`config.mk`:
```
export PLATFORM = sky130hd
export DESIGN_NAME = decode_unit
export DESIGN_NICKNAME = d
export VERILOG_FILES = /design/src/logic/mips_decode_pkg.sv /design/src/logic/main_decoder.sv /design/src/logic/alu_decoder.sv /design/src/logic/id_ex_reg.sv /design/src/logic/decode_unit.sv
export VERILOG_INCLUDE_DIRS = /design/src /design/src/logic
export SDC_FILE = /design/constraint.sdc
export NUM_CORES = 1
export LEC_CHECK = 0
export ABC_AREA = 0
export BUFFER_PORTS_ARGS = -buffer_cell sky130_fd_sc_hd__buf_4
export CORE_ASPECT_RATIO = 1.5
export CORE_MARGIN = 5
export CORE_UTILIZATION = 45
export DETAILED_ROUTE_END_ITERATION = 6
export PLACE_DENSITY = 0.84
export REMOVE_ABC_BUFFERS = 1
export SKIP_LAST_GASP = 1
export SLEW_MARGIN = 20
export SYNTH_ARGS = -nofsm -noshare
export SYNTH_HDL_FRONTEND = slang
export SYNTH_SLANG_ARGS = --single-unit
```
`constraint.sdc`:
```
create_clock -name clk -period 2.2 [get_ports clk]
set_input_delay 0.11 -clock clk [delete_from_list [all_inputs] [get_ports clk]]
set_output_delay 0.11 -clock clk [all_outputs]
set_load 0.01 [all_outputs]
```
`src/logic/mips_decode_params.svh`:
```
`ifndef MIPS_DECODE_PARAMS_SVH
`define MIPS_DECODE_PARAMS_SVH

// major opcodes
`define OP_RTYPE    6'b000000
`define OP_REGIMM   6'b000001
`define OP_J        6'b000010
`define OP_JAL      6'b000011
`define OP_BEQ      6'b000100
`define OP_BNE      6'b000101
`define OP_BLEZ     6'b000110
`define OP_BGTZ     6'b000111
`define OP_ADDI     6'b001000
`define OP_ADDIU    6'b001001
`define OP_SLTI     6'b001010
`define OP_SLTIU    6'b001011
`define OP_ANDI     6'b001100
`define OP_ORI      6'b001101
`define OP_XORI     6'b001110
`define OP_LUI      6'b001111
`define OP_COP0     6'b010000
`define OP_SPECIAL2 6'b011100
`define OP_LB       6'b100000
`define OP_LH       6'b100001
`define OP_LW       6'b100011
`define OP_LBU      6'b100100
`define OP_LHU      6'b100101
`define OP_SB       6'b101000
`define OP_SH       6'b101001
`define OP_SW       6'b101011
`define OP_CACHE    6'b101111
`define OP_PREF     6'b110011

// R-type functs
`define FN_SLL      6'b000000
`define FN_SRL      6'b000010
`define FN_SRA      6'b000011
`define FN_SLLV     6'b000100
`define FN_SRLV     6'b000110
`define FN_SRAV     6'b000111
`define FN_JR       6'b001000
`define FN_JALR     6'b001001
`define FN_SYSCALL  6'b001100
`define FN_BREAK    6'b001101
`define FN_SYNC     6'b001111
`define FN_MFHI     6'b010000
`define FN_MTHI     6'b010001
`define FN_MFLO     6'b010010
`define FN_MTLO     6'b010011
`define FN_MULT     6'b011000
`define FN_MULTU    6'b011001
`define FN_DIV      6'b011010
`define FN_DIVU     6'b011011
`define FN_ADD      6'b100000
`define FN_ADDU     6'b100001
`define FN_SUB      6'b100010
`define FN_SUBU     6'b100011
`define FN_AND      6'b100100
`define FN_OR       6'b100101
`define FN_XOR      6'b100110
`define FN_NOR      6'b100111
`define FN_SLT      6'b101010
`define FN_SLTU     6'b101011

// special2 functs
`define FN_MADD     6'b000000
`define FN_MADDU    6'b000001
`define FN_MUL      6'b000010
`define FN_MSUB     6'b000100
`define FN_MSUBU    6'b000101
`define FN_CLZ      6'b100000
`define FN_CLO      6'b100001

// COP0 functs outside the mfc0 and mtc0 rs codes
`define FN_TLBR     6'b000001
`define FN_TLBWI    6'b000010
`define FN_TLBWR    6'b000110
`define FN_TLBP     6'b001000
`define FN_ERET     6'b011000
`define FN_WAIT     6'b100000

`define RS_MFC0     5'b00000
`define RS_MTC0     5'b00100

// regimm rt codes
`define RT_BLTZ     5'b00000
`define RT_BGEZ     5'b00001
`define RT_BLTZAL   5'b10000
`define RT_BGEZAL   5'b10001

// destination select
`define REG_DST_RD  2'b00
`define REG_DST_RT  2'b01
`define REG_DST_R31 2'b10

`endif

```
`src/logic/mips_decode_pkg.sv`:
```
package mips_decode_pkg;

	typedef logic [31:0] instr_t;
	typedef logic [5:0]  opcode_t;
	typedef logic [5:0]  funct_t;
	typedef logic [4:0]  reg_idx_t;
	typedef logic [1:0]  reg_dst_t;   // rd, rt or r31
	typedef logic [7:0]  ls_type_t;   // lw lh lhu lb lbu sw sh sb
	typedef logic [3:0]  tlb_type_t;  // tlbwr tlbwi tlbr tlbp

	// none sits at zero so a cleared word means no operation
	typedef enum logic [4:0] {
		alu_none = 5'd0,
		alu_add,
		alu_addu,
		alu_sub,
		alu_subu,
		alu_and,
		alu_or,
		alu_xor,
		alu_nor,
		alu_slt,
		alu_sltu,
		alu_sll,
		alu_srl,
		alu_sra,
		alu_lui,
		alu_clz,
		alu_clo
	} alu_op_e;

	typedef struct packed {
		logic      reg_write_en;
		reg_dst_t  reg_dst;
		logic      alu_imm_sel;  // srcb from immediate
		logic      sign_ext;
		logic      mem_read_en;
		logic      mem_write_en;
		logic      mem_to_reg;
		ls_type_t  ls_type;
		logic      hilo_wen;
		logic      hilo_to_reg;
		logic [1:0] mfhi_lo;     // {mfhi, mflo}
		logic      is_div;
		logic      is_mult;
		logic      cp0_wen;
		logic      cp0_to_reg;
		logic      brk;          // break
		logic      syscall;
		logic      eret;
		logic      ri;
		tlb_type_t tlb_type;
	} dec_ctrl_t;

	typedef struct packed {
		dec_ctrl_t ctrl;
		alu_op_e   alu_op;
		instr_t    instr;        // immediates are rebuilt downstream
	} ex_ctrl_t;

endpackage

```
`src/logic/main_decoder.sv`:
```
`timescale 1ns/10ps
`include "mips_decode_params.svh"

module main_decoder (
	input  mips_decode_pkg::instr_t    instr,
	output mips_decode_pkg::dec_ctrl_t ctrl
);
	import mips_decode_pkg::*;

	opcode_t  opcode;
	funct_t   funct;
	reg_idx_t rs;
	reg_idx_t rt;

	logic is_rtype, is_cop0, is_spec2;
	logic co_group;
	logic mul, madd, maddu, msub, msubu;
	logic mfhi, mflo;
	logic tlbwr, tlbwi, tlbr, tlbp;
	logic lw, lh, lhu, lb, lbu, sw, sh, sb;

	assign opcode = instr[31:26];
	assign rs     = instr[25:21];
	assign rt     = instr[20:16];
	assign funct  = instr[5:0];

	assign is_rtype = (opcode == `OP_RTYPE);
	assign is_cop0  = (opcode == `OP_COP0);
	assign is_spec2 = (opcode == `OP_SPECIAL2);

	// eret, tlb and wait live outside the mfc0/mtc0 rs codes
	assign co_group = is_cop0 && (rs != `RS_MTC0) && (rs != `RS_MFC0);

	assign mul   = is_spec2 && (funct == `FN_MUL);
	assign madd  = is_spec2 && (funct == `FN_MADD);
	assign maddu = is_spec2 && (funct == `FN_MADDU);
	assign msub  = is_spec2 && (funct == `FN_MSUB);
	assign msubu = is_spec2 && (funct == `FN_MSUBU);

	assign mfhi = is_rtype && (funct == `FN_MFHI);
	assign mflo = is_rtype && (funct == `FN_MFLO);

	assign tlbwr = co_group && (funct == `FN_TLBWR);
	assign tlbwi = co_group && (funct == `FN_TLBWI);
	assign tlbr  = co_group && (funct == `FN_TLBR);
	assign tlbp  = co_group && (funct == `FN_TLBP);

	assign lw  = (opcode == `OP_LW);
	assign lh  = (opcode == `OP_LH);
	assign lhu = (opcode == `OP_LHU);
	assign lb  = (opcode == `OP_LB);
	assign lbu = (opcode == `OP_LBU);
	assign sw  = (opcode == `OP_SW);
	assign sh  = (opcode == `OP_SH);
	assign sb  = (opcode == `OP_SB);

	always_comb begin
		ctrl = '0;

		// zero extension only for the logic immediates and lui
		ctrl.sign_ext = !(opcode inside {`OP_ANDI, `OP_ORI, `OP_XORI, `OP_LUI});
		ctrl.ls_type  = {lw, lh, lhu, lb, lbu, sw, sh, sb};

		ctrl.hilo_wen = (is_rtype && (funct inside {`FN_MULT, `FN_MULTU, `FN_DIV, `FN_DIVU,
			`FN_MTHI, `FN_MTLO})) || madd || maddu || msub || msubu;
		ctrl.hilo_to_reg = mfhi || mflo;
		ctrl.mfhi_lo     = {mfhi, mflo};
		ctrl.is_div  = is_rtype && (funct inside {`FN_DIV, `FN_DIVU});
		ctrl.is_mult = (is_rtype && (funct inside {`FN_MULT, `FN_MULTU}))
			|| mul || madd || maddu || msub || msubu;

		ctrl.cp0_wen    = is_cop0 && (rs == `RS_MTC0);
		ctrl.cp0_to_reg = is_cop0 && (rs == `RS_MFC0);
		ctrl.brk        = is_rtype && (funct == `FN_BREAK);
		ctrl.syscall    = is_rtype && (funct == `FN_SYSCALL);
		ctrl.eret       = co_group && (funct == `FN_ERET);
		ctrl.tlb_type   = {tlbwr, tlbwi, tlbr, tlbp};

		// register file and memory path per class
		case (opcode)
			`OP_RTYPE:
				case (funct)
					`FN_ADD, `FN_ADDU, `FN_SUB, `FN_SUBU, `FN_SLT, `FN_SLTU,
					`FN_AND, `FN_OR, `FN_XOR, `FN_NOR,
					`FN_SLL, `FN_SRL, `FN_SRA, `FN_SLLV, `FN_SRLV, `FN_SRAV,
					`FN_MFHI, `FN_MFLO:
						{ctrl.reg_write_en, ctrl.reg_dst} = {1'b1, `REG_DST_RD};
					`FN_JR, `FN_MULT, `FN_MULTU, `FN_DIV, `FN_DIVU, `FN_MTHI, `FN_MTLO,
					`FN_SYSCALL, `FN_BREAK, `FN_SYNC: ;  // no register write
					`FN_JALR:
						{ctrl.reg_write_en, ctrl.reg_dst} = {1'b1, `REG_DST_R31}; // link to $ra
					default:
						ctrl.ri = 1'b1;
				endcase
			`OP_ADDI, `OP_ADDIU, `OP_SLTI, `OP_SLTIU,
			`OP_ANDI, `OP_ORI, `OP_XORI, `OP_LUI:
				{ctrl.reg_write_en, ctrl.reg_dst, ctrl.alu_imm_sel} = {1'b1, `REG_DST_RT, 1'b1};
			`OP_BEQ, `OP_BNE, `OP_BLEZ, `OP_BGTZ, `OP_J: ;
			`OP_JAL:
				{ctrl.reg_write_en, ctrl.reg_dst} = {1'b1, `REG_DST_R31};
			`OP_REGIMM:
				case (rt)
					`RT_BLTZ, `RT_BGEZ: ;
					`RT_BLTZAL, `RT_BGEZAL:
						{ctrl.reg_write_en, ctrl.reg_dst} = {1'b1, `REG_DST_R31};
					default:
						ctrl.ri = 1'b1;
				endcase
			`OP_LW, `OP_LH, `OP_LHU, `OP_LB, `OP_LBU: begin
				{ctrl.reg_write_en, ctrl.reg_dst, ctrl.alu_imm_sel} = {1'b1, `REG_DST_RT, 1'b1};
				ctrl.mem_read_en = 1'b1;
				ctrl.mem_to_reg  = 1'b1;
			end
			`OP_SW, `OP_SH, `OP_SB: begin
				ctrl.alu_imm_sel  = 1'b1;  // address = rs + imm
				ctrl.mem_write_en = 1'b1;
			end
			`OP_COP0:
				case (rs)
					`RS_MTC0: ;
					`RS_MFC0:
						{ctrl.reg_write_en, ctrl.reg_dst} = {1'b1, `REG_DST_RT};
					default:
						ctrl.ri = !(funct inside {`FN_ERET, `FN_TLBR, `FN_TLBP, `FN_TLBWI,
							`FN_TLBWR, `FN_WAIT});
				endcase
			`OP_SPECIAL2:
				case (funct)
					`FN_MUL, `FN_CLZ, `FN_CLO:
						{ctrl.reg_write_en, ctrl.reg_dst} = {1'b1, `REG_DST_RD};
					`FN_MADD, `FN_MADDU, `FN_MSUB, `FN_MSUBU: ;  // accumulate into hi/lo
					default:
						ctrl.ri = 1'b1;
				endcase
			`OP_CACHE, `OP_PREF: ;  // treated as nops
			default:
				ctrl.ri = 1'b1;
		endcase
	end

endmodule

```
`src/logic/alu_decoder.sv`:
```
`timescale 1ns/10ps
`include "mips_decode_params.svh"

module alu_decoder (
	input  mips_decode_pkg::instr_t  instr,
	output mips_decode_pkg::alu_op_e alu_op
);
	import mips_decode_pkg::*;

	opcode_t opcode;
	funct_t  funct;

	assign opcode = instr[31:26];
	assign funct  = instr[5:0];

	always_comb begin
		alu_op = alu_none;
		case (opcode)
			`OP_RTYPE:
				case (funct)
					`FN_ADD:  alu_op = alu_add;
					`FN_ADDU: alu_op = alu_addu;
					`FN_SUB:  alu_op = alu_sub;
					`FN_SUBU: alu_op = alu_subu;
					`FN_AND:  alu_op = alu_and;
					`FN_OR:   alu_op = alu_or;
					`FN_XOR:  alu_op = alu_xor;
					`FN_NOR:  alu_op = alu_nor;
					`FN_SLT:  alu_op = alu_slt;
					`FN_SLTU: alu_op = alu_sltu;
					// variable shifts share the shifter ops
					`FN_SLL, `FN_SLLV: alu_op = alu_sll;
					`FN_SRL, `FN_SRLV: alu_op = alu_srl;
					`FN_SRA, `FN_SRAV: alu_op = alu_sra;
					default:  alu_op = alu_none;
				endcase
			`OP_ADDI:  alu_op = alu_add;   // traps on overflow
			`OP_ADDIU: alu_op = alu_addu;
			`OP_SLTI:  alu_op = alu_slt;
			`OP_SLTIU: alu_op = alu_sltu;
			`OP_ANDI:  alu_op = alu_and;
			`OP_ORI:   alu_op = alu_or;
			`OP_XORI:  alu_op = alu_xor;
			`OP_LUI:   alu_op = alu_lui;
			// address generation
			`OP_LW, `OP_LH, `OP_LHU, `OP_LB, `OP_LBU,
			`OP_SW, `OP_SH, `OP_SB:
				alu_op = alu_addu;
			`OP_SPECIAL2:
				case (funct)
					`FN_CLZ: alu_op = alu_clz;
					`FN_CLO: alu_op = alu_clo;
					default: alu_op = alu_none;
				endcase
			default:
				alu_op = alu_none;
		endcase
	end

endmodule

```
`src/logic/id_ex_reg.sv`:
```
`timescale 1ns/10ps

module id_ex_reg (
	input  logic                      clk,
	input  logic                      rst_n,
	input  logic                      stall,
	input  logic                      flush,
	input  mips_decode_pkg::ex_ctrl_t d,
	input  logic                      d_valid,
	output mips_decode_pkg::ex_ctrl_t q,
	output logic                      q_valid
);

	// flush beats stall and leaves an all zero bubble
	always_ff @(posedge clk) begin
		if (!rst_n) begin
			q       <= '0;
			q_valid <= 1'b0;
		end else if (flush) begin
			q       <= '0;
			q_valid <= 1'b0;
		end else if (!stall) begin
			q       <= d;
			q_valid <= d_valid;
		end
		// stall holds q
	end

endmodule

```
`src/logic/decode_unit.sv`:
```
`timescale 1ns/10ps

module decode_unit (
	input  logic                      clk,
	input  logic                      rst_n,
	input  mips_decode_pkg::instr_t   instr,
	input  logic                      instr_valid,
	input  logic                      stall,
	input  logic                      flush,
	output mips_decode_pkg::ex_ctrl_t ex_ctrl,
	output logic                      ex_valid
);
	import mips_decode_pkg::*;

	dec_ctrl_t dec_ctrl;
	alu_op_e   alu_op;
	ex_ctrl_t  id_word;

	main_decoder u_main_dec (
		.instr (instr),
		.ctrl  (dec_ctrl)
	);

	alu_decoder u_alu_dec (
		.instr  (instr),
		.alu_op (alu_op)
	);

	// combined control word for EX
	assign id_word = '{ctrl: dec_ctrl, alu_op: alu_op, instr: instr};

	id_ex_reg u_id_ex (
		.clk     (clk),
		.rst_n   (rst_n),
		.stall   (stall),
		.flush   (flush),
		.d       (id_word),
		.d_valid (instr_valid),
		.q       (ex_ctrl),
		.q_valid (ex_valid)
	);

endmodule

```
---- Word level (Yosys, flattened, before mapping) ----
Memories as Yosys holds them, arrays and structs flattened.
Index checks and enable logic that the tools add are counted.
word-level totals
  flip-flop bits (word level) ............. 69
  memory bits (read-only) ................. 256
  bits of input ports ..................... 37
  output and inout bits ................... 70
  logic and storage cells ................. 158
  memories ................................ 1
memory list
  memory            words  bits a word  read ports  clocked after memory_dff  write ports  line               source
  (name not given)  64     4            1           0                         0            alu_decoder.sv:20  case (funct)
cells by class
  equality and inequality tests ........... 62
  multiplexer cells ....................... 15
  bitwise gates (word level) .............. 1
  reductions and logical operators ........ 57
operators by type and width
  cell                  number
  $eq A6 B6 Y1 const B  20
  $eq A6 B4 Y1 const B  13
  $eq A6 B5 Y1 const B  10
  $pmux W5 S10          1
  $eq A6 B3 Y1 const B  8
  $reduce_or A29 Y1     1
  $eq A6 B2 Y1 const B  4
  $reduce_or A24 Y1     1
  $logic_and A1 B1 Y1   21
  $pmux W3 S6           1
  $reduce_or A18 Y1     1
  $reduce_or A16 Y1     1
  $reduce_or A13 Y1     1
  $eq A6 B1 Y1 const B  2
  $logic_not A6 Y1      2
  $reduce_bool A6 Y1    2
  $eq A5 B5 Y1 const B  2
  $logic_not A5 Y1      2
  $logic_or A1 B1 Y1    10
  $pmux W5 S2           1
  $mux W3               3
  $reduce_or A9 Y1      1
  $mux W1               7
  $reduce_or A7 Y1      1
  other kinds (14)      19

---- Longest topological paths before layout ----
  word-level depth ........................ 8
  mapped depth ............................ 8
  mapped depth without buffers ............ 7

---- By module ----
From an unflattened synthesis, not the netlist that was laid out.
second synthesis, totals
  cell total of the unflattened synthesis .. 408
  area total of the unflattened synthesis .. 3697.3 sq um
by module, submodules not included
  module        instances  cells each  area an instance (sq um)  seq. area each (sq um)
  id_ex_reg     1          227         2526.2                    1401.3
  main_decoder  1          132         823.3                     0.0
  alu_decoder   1          49          347.8                     0.0

---- Least setup slack after synthesis ----
No wires, ideal clock.
  path kind ............................... input port to flip-flop
  start point ............................. input port instr[26]
  end point ............................... register u_id_ex.q[66] (netlist bit)
  setup time .............................. 0.079 ns
  arrival ................................. 1.539 ns
  data required time ...................... 2.121 ns
  setup slack ............................. 0.582 ns
  stages on the path ...................... 4
  buffers on the path ..................... 0
  path through ............................ or4b_4 or4_4 o22a_1 a211oi_2
between the ends
  word-level cells in the longest chain between the ends .. 3
  elaborated cells between the ends (all ways) .. 20
  classes of those cells .................. eq/ne (17); mux (1); reduce/logical (2)
RTL lines
  element                                              line                source
  from (decl)                                          decode_unit.sv:6    input mips_decode_pkg::instr_t instr,
  $eq A6 B6 Y1 / $eq A6 B4 Y1 (equally long branches)  main_decoder.sv:80  case (opcode)
  $reduce_or A13 Y1 (no source line)                   n/a
  $pmux W3 S6 (*)                                      main_decoder.sv:80
  to (signal assigned)                                 id_ex_reg.sv:17     q <= '0;
  to (signal assigned)                                 id_ex_reg.sv:20     q <= '0;
  to (signal assigned)                                 id_ex_reg.sv:23     q <= d;
  to (decl)                                            id_ex_reg.sv:10     output mips_decode_pkg::ex_ctrl_t q,
Mark *: on every way between the ends. The rest lies on a longest branch, timed or not.
A chain may end at the register's enable or synchronous reset.

---- Final worst setup path ----
  start point ............................. input port instr[27]
  end point ............................... register u_id_ex.q[66] (netlist bit)
Same word-level chain as after synthesis.

==> impl_metrics.tcl <==
set metrics [dict create \
    ys_seq_area_share_pct 40.4 \
    cts_sinks 69 \
    synth_compound_area_share_pct 19.9 \
    critical_path.top_delay_family "simple AND/OR/NAND/NOR gates" \
    post_cts_buffers 0 \
    synth_xor_area_share_pct 0 \
    postRouteAntennaNets 0 \
    setup_viol 0 \
    synth_seq_cells 69 \
    grt_pass1_wl_um 15900 \
    dieArea_um2 9470 \
    ios 107 \
    cts_tree "yes" \
    hp-class "in -> reg" \
    final_common_cell "buf_4" \
    crit_chain "buf_4, or4b_4, or4_4, o22a_1, a211oi_2" \
    crit_buf_inv 1 \
    fp-row-count 39 \
    hpwl_um 7110 \
    synth_top_flop_cell "dfxtp_1" \
    post_cts_resized 0 \
    critPathSlowestCell "or4b_4" \
    htree_levels 3 \
    globalRouteTotalUtil_pct 21.5 \
    cp_slowest_stage_delay_ns 0.56 \
    cts_hold_buf 0 \
    synth_cells 413 \
    drt_pass1_iterations 4 \
    drc 0 \
    die_w_um 81.2 \
    portBuffers 106 \
    drive_gt1_share_pct 26.1 \
    critical_path_arrival_ns 1.80 \
    grt-ovfl-total 0 \
    period_minus_slack_ns 1.55 \
    yosys_warnings 0 \
    drv_slew 0 \
    max_clock_freq_mhz 644 \
    area_delta_synth_final_pct 32.3 \
    grt_start_max_net_pins 62 \
    final_area_um2 4520 \
    numCtsBuffers 9 \
    powerDensity_nw_per_um2 684 \
    viasPerCell 5.59 \
    insertion_delay_ns 0.33 \
    ys_types 55 \
    syn_area_um2 3420 \
    setup-tns-final_ns 0 \
    wl_um 9950 \
    final_cell_mix "111 x buf_4, 73 x nor2_1, 69 x dfxtp_1, 35 x mux2i_1, 34 x a21oi_1" \
    drtIter0Drc 281 \
    synthArstFlopShare_pct 0 \
    required_ns 2.45 \
    path_max_fanout 23 \
    finalCritPeriodShare_pct 70.5 \
    gp_congestion 0.902 \
    fin_worst_skew_ns 0 \
    synth_fa_ha_area_share_pct 2.20 \
    status "finished clean" \
    peakVddDrop_uv 363 \
    cts_buffer_depth 2 \
    synth_top_family_by_area "simple AND/OR/NAND/NOR gates" \
    antenna_found_initial 0 \
    root_buffer "clkbuf_16" \
    muxShareOfSynthArea_pct 10.3 \
    yosys.area_share.simple_pct 21.8 \
    cts.clk_slew.worst_paths_ns 0.06 \
    num_vias 3377 \
    diodes 0 \
    leakage_uw 0.00192 \
    start_kind "primary input" \
    tightest_slew_ns 0.631 \
    dpl_cell_area_um2 4230 \
    rsz0062_at_grt "no" \
    core_area_um2 7510 \
    start_util_pct 45.5 \
    hold_violations 0 \
    finalNetCount 540 \
    die_h_um 117 \
    avgSynthCellArea_um2 8.27 \
    synth-edff-count 0 \
    grt_pass1_vias 3276 \
    maxCapViolations 0 \
    crit_path_end_kind "register" \
    wl_per_cell_um 16.5 \
    path_class "in -> reg" \
    post-route-util_pct 60.1 \
    max-slew-margin-rel_pct 57.9 \
]
-- cell families (layout without fill, tap and decap cells) --
family                   count (synthesis)  in the layout
AO/OA/AOI/OAI                          103            103
adder cells (fa/ha/maj)                  6              6
multiplexers                            35             35
buffers and inverters                   48            137
flip-flops                              69             69
AND/OR/NAND/NOR                        152            152
-- report_power, final --
part	total, uW	switching, uW	internal, uW	leakage [uW]
clock	1400	523	876	0.000141
combinational	398	230	169	0.00122
sequential	1290	14.9	1280	0.000560
-- tightest hold or removal path, cell delays in order --
cell and delay, ns:
buf_4 0.07, mux2i_1 0.05, nor2_1 0.07
-- sequential cells by signal (all words and copies together), names as in the netlist --
signal and flops:
u_id_ex.q 68, u_id_ex.q_valid 1
-- metrics by stage --
step | worst slack, ns | hold slack [ns] | power (uW) | instances
2_1_floorplan | 0.558 | 0.240 | 1500 | 375
3_3_place_gp | 0.341 | 0.341 | 1710 | 588
3_5_place_dp | 0.314 | 0.348 | 1720 | 588
4_1_cts | 0.650 | 0.00308 | 3120 | 604
5_1_grt | 0.568 | 0.0252 | 3210 | 604
6_report | 0.648 | 0.00586 | 3090 | 604
-- synthesized netlist by cell type, types with 2 or more instances --
cell / instances / area, um^2
a2111oi_0: 2 / 17.5
a211oi_1: 3 / 22.5
a21o_1: 2 / 15.0
a21oi_1: 34 / 170
a22oi_1: 11 / 82.6
a311o_1: 2 / 20.0
a31oi_1: 5 / 31.3
a41oi_1: 4 / 35.0
and3_1: 2 / 12.5
buf_1: 6 / 22.5
clkbuf_1: 31 / 116
dfxtp_1: 69 / 1380
ha_1: 6 / 75.1
inv_1: 9 / 33.8
mux2i_1: 35 / 350
nand2_1: 16 / 60.1
nand2b_1: 8 / 50.1
nand3_1: 8 / 40.0
nand3b_1: 3 / 22.5
nand4_1: 3 / 18.8
nand4b_1: 2 / 17.5
nor2_1: 73 / 274
nor2b_1: 4 / 25.0
nor3_1: 13 / 65.1
nor3b_1: 3 / 22.5
nor4_1: 3 / 18.8
nor4b_1: 2 / 17.5
o2111ai_1: 2 / 17.5
o211ai_1: 3 / 22.5
o21a_1: 3 / 22.5
o21ai_0: 15 / 75.1
o22ai_1: 3 / 18.8
o31ai_1: 2 / 15.0
o32ai_1: 2 / 17.5
or3_1: 4 / 25.0
-- path summary, 6_finish.rpt --
kind                                     from       endpoint  slack (ns)  cells past startpoint
worst max-delay path                instr[27]  u_id_ex.q[66]        0.65                      5
worst min-delay path                instr[11]  u_id_ex.q[11]       0.006                      3
worst max register to register  u_id_ex.q[41]  u_id_ex.q[41]        1.34                      3
worst min register to register  u_id_ex.q[48]  u_id_ex.q[48]        0.47                      2
-- metal layers --
metal | up-vias | part of all wire [%] | track usage, %
met1 | 1601 | 39 | 25.1
met4 | 0 | 2.3 | 9.70
met5 | - | 0 | 0
met3 | 17 | 5.1 | 3.40
li1 | 1653 | - | -
met2 | 106 | 54 | 38.0
-- area by class of cell --
cell class / instances / area [um^2]
clock buffer: 12 / 236
inverter: 10 / 37.5
timing repair buffer: 111 / 833
fill: 713 / 3000
sequential: 69 / 1380
multi-input combinational: 296 / 1850
tap: 102 / 128
clock inverter: 4 / 48.8
(Power assumes the default switching activity.)
